==> src/verilog/spi_fsm_pkg.sv <==
package spi_fsm_pkg;

  typedef enum logic [2:0] {
    ST_IDLE,
    ST_SETUP,
    ST_SHIFT,
    ST_HOLD,
    ST_DONE
  } ctrl_state_t;

  // One-cycle strobes from the controller to the shifter.
  typedef struct packed {
    // Take a new command into the transmit register.
    logic load;
    // Keep the data field, zeros are loaded for a read.
    logic keep_data;
    // Advance the transmit register after a falling sclk edge.
    logic shift;
    // Take miso on a rising sclk edge.
    logic sample;
    // Copy the receive register to read_data.
    logic capture;
  } shift_step_t;

endpackage

==> src/verilog/spi_types_pkg.sv <==
package spi_types_pkg;

  // Read byte, also the data field of a write command.
  localparam int READ_W = 8;

  // Register address, bits 10 to 8 of the command.
  localparam int ADDR_W = 3;

  // Flag, address and data make up one command word.
  localparam int CMD_W = 1 + ADDR_W + READ_W;

  // Bit 11 set means write.
  localparam int WRITE_BIT = CMD_W - 1;

  typedef logic [CMD_W-1:0] cmd_word_t;

  typedef logic [READ_W-1:0] read_byte_t;

  // Index of the bit within a frame.
  typedef logic [$clog2(CMD_W)-1:0] bit_count_t;

endpackage
==> src/verilog/spi_cmd_master.sv <==
`timescale 1ns/1ps

module spi_cmd_master
  import spi_types_pkg::*, spi_fsm_pkg::*;
#(
  parameter int CLK_DIV = 4
) (
  input  logic       clk,
  input  logic       rst_n,
  input  cmd_word_t  cmd_in,
  input  logic       cmd_vld,
  input  logic       miso,
  output logic       cmd_rdy,
  output logic       sclk,
  output logic       cs_n,
  output logic       mosi,
  output logic       read_vld,
  output read_byte_t read_data
);

  logic        run;
  logic        rise;
  logic        fall;
  logic        frame_end;
  shift_step_t step;

  spi_ctrl_fsm #(
    .CLK_DIV (CLK_DIV)
  ) u_ctrl (
    .clk       (clk),
    .rst_n     (rst_n),
    .cmd_vld   (cmd_vld),
    .is_write  (cmd_in[WRITE_BIT]),
    .rise      (rise),
    .fall      (fall),
    .frame_end (frame_end),
    .cmd_rdy   (cmd_rdy),
    .run       (run),
    .cs_n      (cs_n),
    .step      (step),
    .read_vld  (read_vld)
  );

  spi_sclk_timer #(
    .CLK_DIV (CLK_DIV)
  ) u_timer (
    .clk       (clk),
    .rst_n     (rst_n),
    .run       (run),
    .sclk      (sclk),
    .rise      (rise),
    .fall      (fall),
    .frame_end (frame_end)
  );

  spi_shifter u_shifter (
    .clk       (clk),
    .rst_n     (rst_n),
    .cmd_in    (cmd_in),
    .step      (step),
    .miso      (miso),
    .mosi      (mosi),
    .read_data (read_data)
  );

endmodule

==> src/verilog/spi_ctrl_fsm.sv <==
`timescale 1ns/1ps

module spi_ctrl_fsm
  import spi_fsm_pkg::*;
#(
  parameter int CLK_DIV = 4
) (
  input  logic        clk,
  input  logic        rst_n,
  input  logic        cmd_vld,
  input  logic        is_write,
  input  logic        rise,
  input  logic        fall,
  input  logic        frame_end,
  output logic        cmd_rdy,
  output logic        run,
  output logic        cs_n,
  output shift_step_t step,
  output logic        read_vld
);

  localparam int PHASE_W = $clog2(CLK_DIV);
  localparam logic [PHASE_W-1:0] PHASE_LAST = PHASE_W'(CLK_DIV - 1);

  ctrl_state_t        state;
  ctrl_state_t        state_nxt;
  logic [PHASE_W-1:0] phase;
  logic               phase_end;
  logic               write_q;
  logic               accept;

  assign cmd_rdy   = (state == ST_IDLE);
  assign accept    = cmd_rdy && cmd_vld;
  assign phase_end = (phase == PHASE_LAST);
  assign run       = (state == ST_SHIFT);

  // Select stays low from setup through hold.
  assign cs_n     = (state == ST_IDLE) || (state == ST_DONE);
  assign read_vld = (state == ST_DONE) && !write_q;

  assign step.load      = accept;
  assign step.keep_data = accept && is_write;
  assign step.shift     = fall;
  assign step.sample    = rise;
  // The last sample is already in by the final falling edge.
  assign step.capture   = frame_end && !write_q;

  always_comb
  begin
    state_nxt = state;
    case (state)
      ST_IDLE:
      begin
        if (accept)
          state_nxt = ST_SETUP;
      end
      ST_SETUP:
      begin
        if (phase_end)
          state_nxt = ST_SHIFT;
      end
      ST_SHIFT:
      begin
        if (frame_end)
          state_nxt = ST_HOLD;
      end
      ST_HOLD:
      begin
        if (phase_end)
          state_nxt = ST_DONE;
      end
      ST_DONE:
      begin
        state_nxt = ST_IDLE;
      end
      default:
      begin
        state_nxt = ST_IDLE;
      end
    endcase
  end

  always_ff @(posedge clk or negedge rst_n)
  begin
    if (!rst_n)
    begin
      state   <= ST_IDLE;
      phase   <= '0;
      write_q <= 1'b0;
    end
    else
    begin
      state <= state_nxt;

      // Setup and hold each last CLK_DIV cycles.
      if ((state == ST_SETUP || state == ST_HOLD) && !phase_end)
        phase <= phase + 1'b1;
      else
        phase <= '0;

      if (accept)
        write_q <= is_write;
    end
  end

endmodule

==> src/verilog/spi_sclk_timer.sv <==
`timescale 1ns/1ps

module spi_sclk_timer
  import spi_types_pkg::*;
#(
  parameter int CLK_DIV = 4
) (
  input  logic clk,
  input  logic rst_n,
  input  logic run,
  output logic sclk,
  output logic rise,
  output logic fall,
  output logic frame_end
);

  localparam int HALF_W = $clog2(CLK_DIV);
  localparam logic [HALF_W-1:0] HALF_LAST = HALF_W'(CLK_DIV - 1);
  localparam bit_count_t LAST_BIT = bit_count_t'(CMD_W - 1);

  logic [HALF_W-1:0] half_cnt;
  bit_count_t        bit_cnt;
  logic              toggle;

  // The strobes mark the cycle whose closing edge toggles sclk.
  assign toggle    = run && (half_cnt == HALF_LAST);
  assign rise      = toggle && !sclk;
  assign fall      = toggle && sclk;
  assign frame_end = fall && (bit_cnt == LAST_BIT);

  always_ff @(posedge clk or negedge rst_n)
  begin
    if (!rst_n)
    begin
      half_cnt <= '0;
      bit_cnt  <= '0;
      sclk     <= 1'b0;
    end
    else if (!run)
    begin
      half_cnt <= '0;
      bit_cnt  <= '0;
      sclk     <= 1'b0;
    end
    else
    begin
      if (toggle)
      begin
        half_cnt <= '0;
        sclk     <= !sclk;
      end
      else
      begin
        half_cnt <= half_cnt + 1'b1;
      end

      // One bit per full sclk period, counted at its falling edge.
      if (frame_end)
      begin
        bit_cnt <= '0;
      end
      else if (fall)
      begin
        bit_cnt <= bit_cnt + 1'b1;
      end
    end
  end

endmodule

==> src/verilog/spi_shifter.sv <==
`timescale 1ns/1ps

module spi_shifter
  import spi_types_pkg::*, spi_fsm_pkg::*;
(
  input  logic        clk,
  input  logic        rst_n,
  input  cmd_word_t   cmd_in,
  input  shift_step_t step,
  input  logic        miso,
  output logic        mosi,
  output read_byte_t  read_data
);

  cmd_word_t  tx_q;
  read_byte_t rx_q;

  // MSB first, so the flag is on the line from the load onward.
  assign mosi = tx_q[CMD_W-1];

  always_ff @(posedge clk or negedge rst_n)
  begin
    if (!rst_n)
    begin
      tx_q <= '0;
    end
    else if (step.load)
    begin
      if (step.keep_data)
        tx_q <= cmd_in;
      else
        tx_q <= {cmd_in[CMD_W-1:READ_W], {READ_W{1'b0}}};
    end
    else if (step.shift)
    begin
      // Zeros follow, mosi idles low after the frame.
      tx_q <= {tx_q[CMD_W-2:0], 1'b0};
    end
  end

  // Twelve bits pass through, the last eight remain.
  always_ff @(posedge clk)
  begin
    if (step.sample)
      rx_q <= {rx_q[READ_W-2:0], miso};
  end

  always_ff @(posedge clk or negedge rst_n)
  begin
    if (!rst_n)
    begin
      read_data <= '0;
    end
    else if (step.capture)
    begin
      read_data <= rx_q;
    end
  end

endmodule

==> config.mk <==
export PLATFORM = sky130hd
export DESIGN_NAME = spi_cmd_master
export DESIGN_NICKNAME = d
export VERILOG_FILES = /design/src/verilog/spi_fsm_pkg.sv /design/src/verilog/spi_types_pkg.sv /design/src/verilog/spi_cmd_master.sv /design/src/verilog/spi_ctrl_fsm.sv /design/src/verilog/spi_sclk_timer.sv /design/src/verilog/spi_shifter.sv
export SDC_FILE = /design/constraint.sdc
export NUM_CORES = 1
export LEC_CHECK = 0
export ABC_CLOCK_PERIOD_IN_PS = 4100
export BUFFER_PORTS_ARGS = -buffer_cell sky130_fd_sc_hd__buf_2
export CAP_MARGIN = 10
export CORE_MARGIN = 3
export CORE_UTILIZATION = 34
export DETAILED_ROUTE_END_ITERATION = 12
export HOLD_SLACK_MARGIN = 0.1
export PLACE_DENSITY = 0.56
export SLEW_MARGIN = 20
export SYNTH_ARGS = -nofsm -noshare
export SYNTH_HDL_FRONTEND = slang
export SYNTH_HIERARCHICAL = 1
export SYNTH_SLANG_ARGS = --single-unit
export TNS_END_PERCENT = 100
==> constraint.sdc <==
create_clock -name clk -period 4.1 [get_ports clk]
set_clock_uncertainty 0.1 [all_clocks]
set_input_delay 0.41 -clock clk [delete_from_list [all_inputs] [get_ports clk]]
set_output_delay 0.41 -clock clk [all_outputs]
set_load 0.01 [all_outputs]
; Yosys cells after proc, flatten, opt, wreduce, memory -nomap -nowiden
; Index checks and enable logic that the tools add are counted.
[totals]
reg_bits = 41
latchBits = 0
ramBits = 0
romBits = 0
input_bits = 16
output_inout_bits = 13
elab_cells = 58
memories = 0
[classes]
add_sub_neg = 3
mul = 0
div_mod_pow = 0
order_cmp = 0
n_eq_ne = 13
n_shift = 0
muxes = 16
bitwise = 0
reduce_logical = 17
[op_table]
columns = op, count
row1 = $mux W12, 2
row2 = $mux W3, 4
row3 = $mux W4, 3
row4 = $pmux W3 S4, 1
row5 = $logic_and A1 B1 Y1, 9
row6 = $mux W8, 1
row7 = $eq A3 B2 Y1 const B, 2
row8 = $mux W2, 3
row9 = $ne A2 B2 Y1 const B, 3
row10 = $add A2 B1 Y2 const B, 2
row11 = $add A4 B1 Y4 const B, 1
row12 = $eq A2 B2 Y1 const B, 2
row13 = $eq A4 B4 Y1 const B, 1
row14 = $ne A2 B1 Y1 const B, 2
row15 = $reduce_and A4 Y1, 1
row16 = $eq A3 B1 Y1 const B, 1
row17 = $eq A3 B3 Y1 const B, 1
row18 = $logic_not A1 Y1, 3
row19 = $logic_not A3 Y1, 1
row20 = $ne A3 B3 Y1 const B, 1
row21 = $logic_or A1 B1 Y1, 2
row22 = $mux W1, 2
row23 = $reduce_bool A2 Y1, 1

; Depth between registers and ports, before layout
[logic_depth]
ltp_word = 6
depth_mapped = 8
mapped_depth_nobuf = 6

; Hierarchy
; The synthesis kept the hierarchy.
[modules_own_cells]
columns = module, instances, cells_per_inst, area_each_um2, seq_area_each_um2
row1 = spi_shifter, 1, 71, 1097.3, 740.7
row2 = spi_ctrl_fsm, 1, 30, 345.3, 150.1
row3 = spi_sclk_timer, 1, 34, 344.1, 175.2

; Worst setup path before layout
; OpenSTA, ideal clock, no wires.
[synth_path]
path_type = register to register
startpoint = register u_ctrl.state[2]
endpoint = register u_shifter.read_data[0]
setup_ps = 125
arrival_time_ps = 1890
required_time_ps = 3875
path_slack_ps = 1985
stages_incl_launch_ff = 8
n_path_buf = 1
synth_period_minus_slack_ps = 2115
path_cell_list = dfrtp_1 nand2b_1 nor2_1 nand3_2 nor3_1 nor2b_1 buf_2 mux2_2
[synth_rtl]
columns = item, line_no
row1 = start: declaration, spi_ctrl_fsm.sv:25  ; ctrl_state_t state;
row2 = start signal: assignment, spi_ctrl_fsm.sv:93  ; state <= state_nxt;
row3 = end signal: assignment, spi_shifter.sv:56  ; read_data <= rx_q;
row4 = end: declaration, spi_shifter.sv:12  ; output read_byte_t read_data

==> results.cfg <==
[clock_tree]
cts_hold_buffers = 0
cts-htree-levels = 2
cts_tree = yes
clk_pin_slew_ns = 0.09
post-cts-setup-buffer-count = 0
clk_root_buffer_cell = clkbuf_8
cts_resized = 0
clk_latency_ns = 0.29
longest_clk_path_bufs = 2
cts_buffers = 5
cts_num_sinks = 41

[power_and_ir_drop]
total_leakage_power_nw = 0.957
peak_ir_drop_on_the_vdd_network_mv = 0.300
power.density_cell_area_nw_per_um2 = 518

[synthesis]
syn-cell-area_um2 = 1790
netlist-cell-type-count = 40
netlist.top_cell.by_area = dfrtp_1
synth.avg_cell_area_um2 = 13.2
register_bit_count_reported_by_yosys = 41
synth_sequential_area_ratio = 0.597
synth_top_cells_by_area = dfrtp_1, edfxtp_1, mux2i_1
synth.net_count = 154
syn_warnings = 6
ys.flop_type = dfrtp_1
yosysTopAreaCellShare = 0.462
synth-edff-count = 8
ys_async_rst_share = 0.805
syn_inst = 135

[floorplanning]
area_of_the_die_um2 = 6160
initial_cell_density_of_the_core = 0.364
num_io_pins = 29
fp.coreArea_um2 = 4910
fp.dieH_um = 78.5
die_x_um = 78.5
placement_rows = 25

[cells_and_area]
finish.net_count = 181
area_delta_synth_final_pct = 16.7
drive_gt1_frac = 0.325
sequential_cell_area_um2 = 1070
finalNonFillerCells = 230
commonest_cells_after_routing_fill_and_taps_aside = dfrtp_1, buf_2, mux2i_1
multiInputGateArea_um2 = 648
layout_commonest_cell = dfrtp_1
fillers = 490
num_antenna_cells = 0
layout.cell_area.non_filler_um2 = 2090

[routing]
ant_nets = 0
drt-initial-drc-count = 52
routedWlPerCell_um = 13.5
totalWireLength_mm = 3.11
drtPass1Iterations = 2
num_vias = 1107
remaining_drc_errors = 0
route.detailed.vias_per_inst = 4.81

[sta]
slew_worst_pin_ns = 0.755
max_clock_freq_ghz = 0.359
hold_viol = 0
slew-limit-headroom = 0.497
rsz0062_at_grt = no
finalWorstPathRequiredPeriod_ns = 2.78
finalSetupViolations = 0
totalNegativeSetupSlack_ns = 0
final_min_period_over_clock_period = 0.679
timing_max_transition_violations_final = 0

[critical_path]
worstPathRequired_ns = 4.18
critPathArrivalTime_ns = 2.86
max_stage_delay_ns = 0.64
worst-path-buf-inv = 0
critPathTopFamily = simple AND/OR/NAND/NOR gates
cpMaxStageDelayCell = nor2b_1
critical_path.cell_chain = nand2b_1 > nor2_1 > nand3_2 > nor3_1 > nor2b_1 > mux2_2
critPathCaptureType = flip-flop
critPathKind = flip-flop to flip-flop
path_max_fanout = 9
cp-start-kind = flip-flop

[global_routing]
grt_pass1_vias = 1108
grt_pass1_wl_mm = 5.18
grt.total_usage = 0.108
grt_max_degree = 34
overflow = 0
antenna_found_initial = 0

[run]
maxCapViolations = 0

[hold_path]
hp-class = input pin to async pin

[placed_design]
place_hpwl_mm = 2.16
dpl.cell_count = 222
placement.io_buffers = 28
routabilityCongestion = 0.823
dpl_cell_area_um2 = 1950

[run_status]
run_status = finished clean
per-stage QoR:
step / hold WS, ns / setup slack [ns] / power [W] / utilization
after floorplan: 0.0144 / 1.99 / 0.000672 / -
after global placement: 0.326 / 1.46 / 0.000719 / 0.398
after detailed placement: 0.331 / 1.34 / 0.000728 / 0.398
after CTS: 0.102 / 1.31 / 0.00110 / 0.425
after global routing: 0.136 / 1.15 / 0.00114 / 0.425
final: 0.0828 / 1.32 / 0.00108 / 0.425
final cells by class:
cell class,instances,share of cell area
Clock buffer,6,0.0450
Clock inverter,2,0.0186
Inverter,2,0.00360
Multi-Input combinational cell,83,0.311
Sequential cell,41,0.511
Tap cell,67,0.0402
Timing Repair Buffer,29,0.0708
logic make-up after synthesis:
| group | after synthesis | synth area share |
|---|---|---|
| and+or+nand+nor | 37 | 0.127 |
| muxes | 21 | 0.127 |
| adders and majority gates | 3 | 0.0210 |
| buffers and inverters | 11 | 0.0406 |
| xor gates and xnor gates | 1 | 0.00490 |
| AOI/OAI and AO/OA | 21 | 0.0826 |
| DFF | 41 | 0.597 |
final timing paths:
| path | startpoint | endpoint | slack [ns] | cells after the start |
|---|---|---|---|---|
| min in group clk | miso | u_shifter/rx_q[0] | 0.19 | 1 |
| max | u_ctrl/state[2] | u_shifter/read_data[2] | 1.32 | 6 |
| min reg2reg | u_timer/half_cnt[0] | u_timer/half_cnt[0] | 0.34 | 1 |
| max in group asynchronous | rst_n | u_ctrl/state[1] | 3.33 | 1 |
| min | rst_n | u_shifter/read_data[6] | 0.08 | 1 |
| max reg2reg | u_ctrl/state[2] | u_shifter/read_data[2] | 1.32 | 6 |
synthesized netlist by cell type, types with 2 or more instances:
master     count
o2bb2ai_1      6
mux2i_1       11
buf_2          4
buf_6          2
o21ai_1        3
o21ai_0        4
nand2_1       10
dfrtp_1       33
edfxtp_1       8
ha_1           3
buf_4          3
nor3b_1        2
a21oi_1        2
nor2_1         6
mux2_2         9
nor3_1         2
nand3_1        2
nor4b_1        2
and2_1         2
where the power goes:
part / total [W] / switching, W / internal (W) / leakage, nW
Clock: 0.000365 / 0.000144 / 0.000221 / 0.0669
Sequential: 0.000539 / 0.0000593 / 0.000480 / 0.514
Combinational: 0.000176 / 0.0000818 / 0.0000939 / 0.377
Total: 0.00108 / 0.000285 / 0.000794 / 0.957
worst register-to-register path, stage by stage, from the launching register on:
cell      delay (ns)
dfrtp_1         0.48
nand2b_1        0.20
nor2_1          0.43
nand3_2         0.16
nor3_1          0.25
nor2b_1         0.64
mux2_2          0.41
metal layers:
| metal | share of wire | global-route usage | vias up | routed length [µm] |
|---|---|---|---|---|
| met5 | 0 | 0 | - | 0 |
| met4 | 0.012 | 0.0472 | 0 | 37 |
| met3 | 0.044 | 0.0333 | 6 | 137 |
| met2 | 0.46 | 0.164 | 20 | 1440 |
| met1 | 0.48 | 0.141 | 545 | 1500 |
| li1 | - | - | 536 | - |
flip-flops by register name, indices dropped and copies added, names as in the netlist:
register             cells
u_timer/sclk             1
u_shifter/tx_q          12
u_shifter/read_data      8
u_timer/half_cnt         2
u_ctrl/write_q           1
u_shifter/rx_q           8
u_ctrl/phase             2
u_ctrl/state             3
u_timer/bit_cnt          4
(Power assumes the default switching activity.)
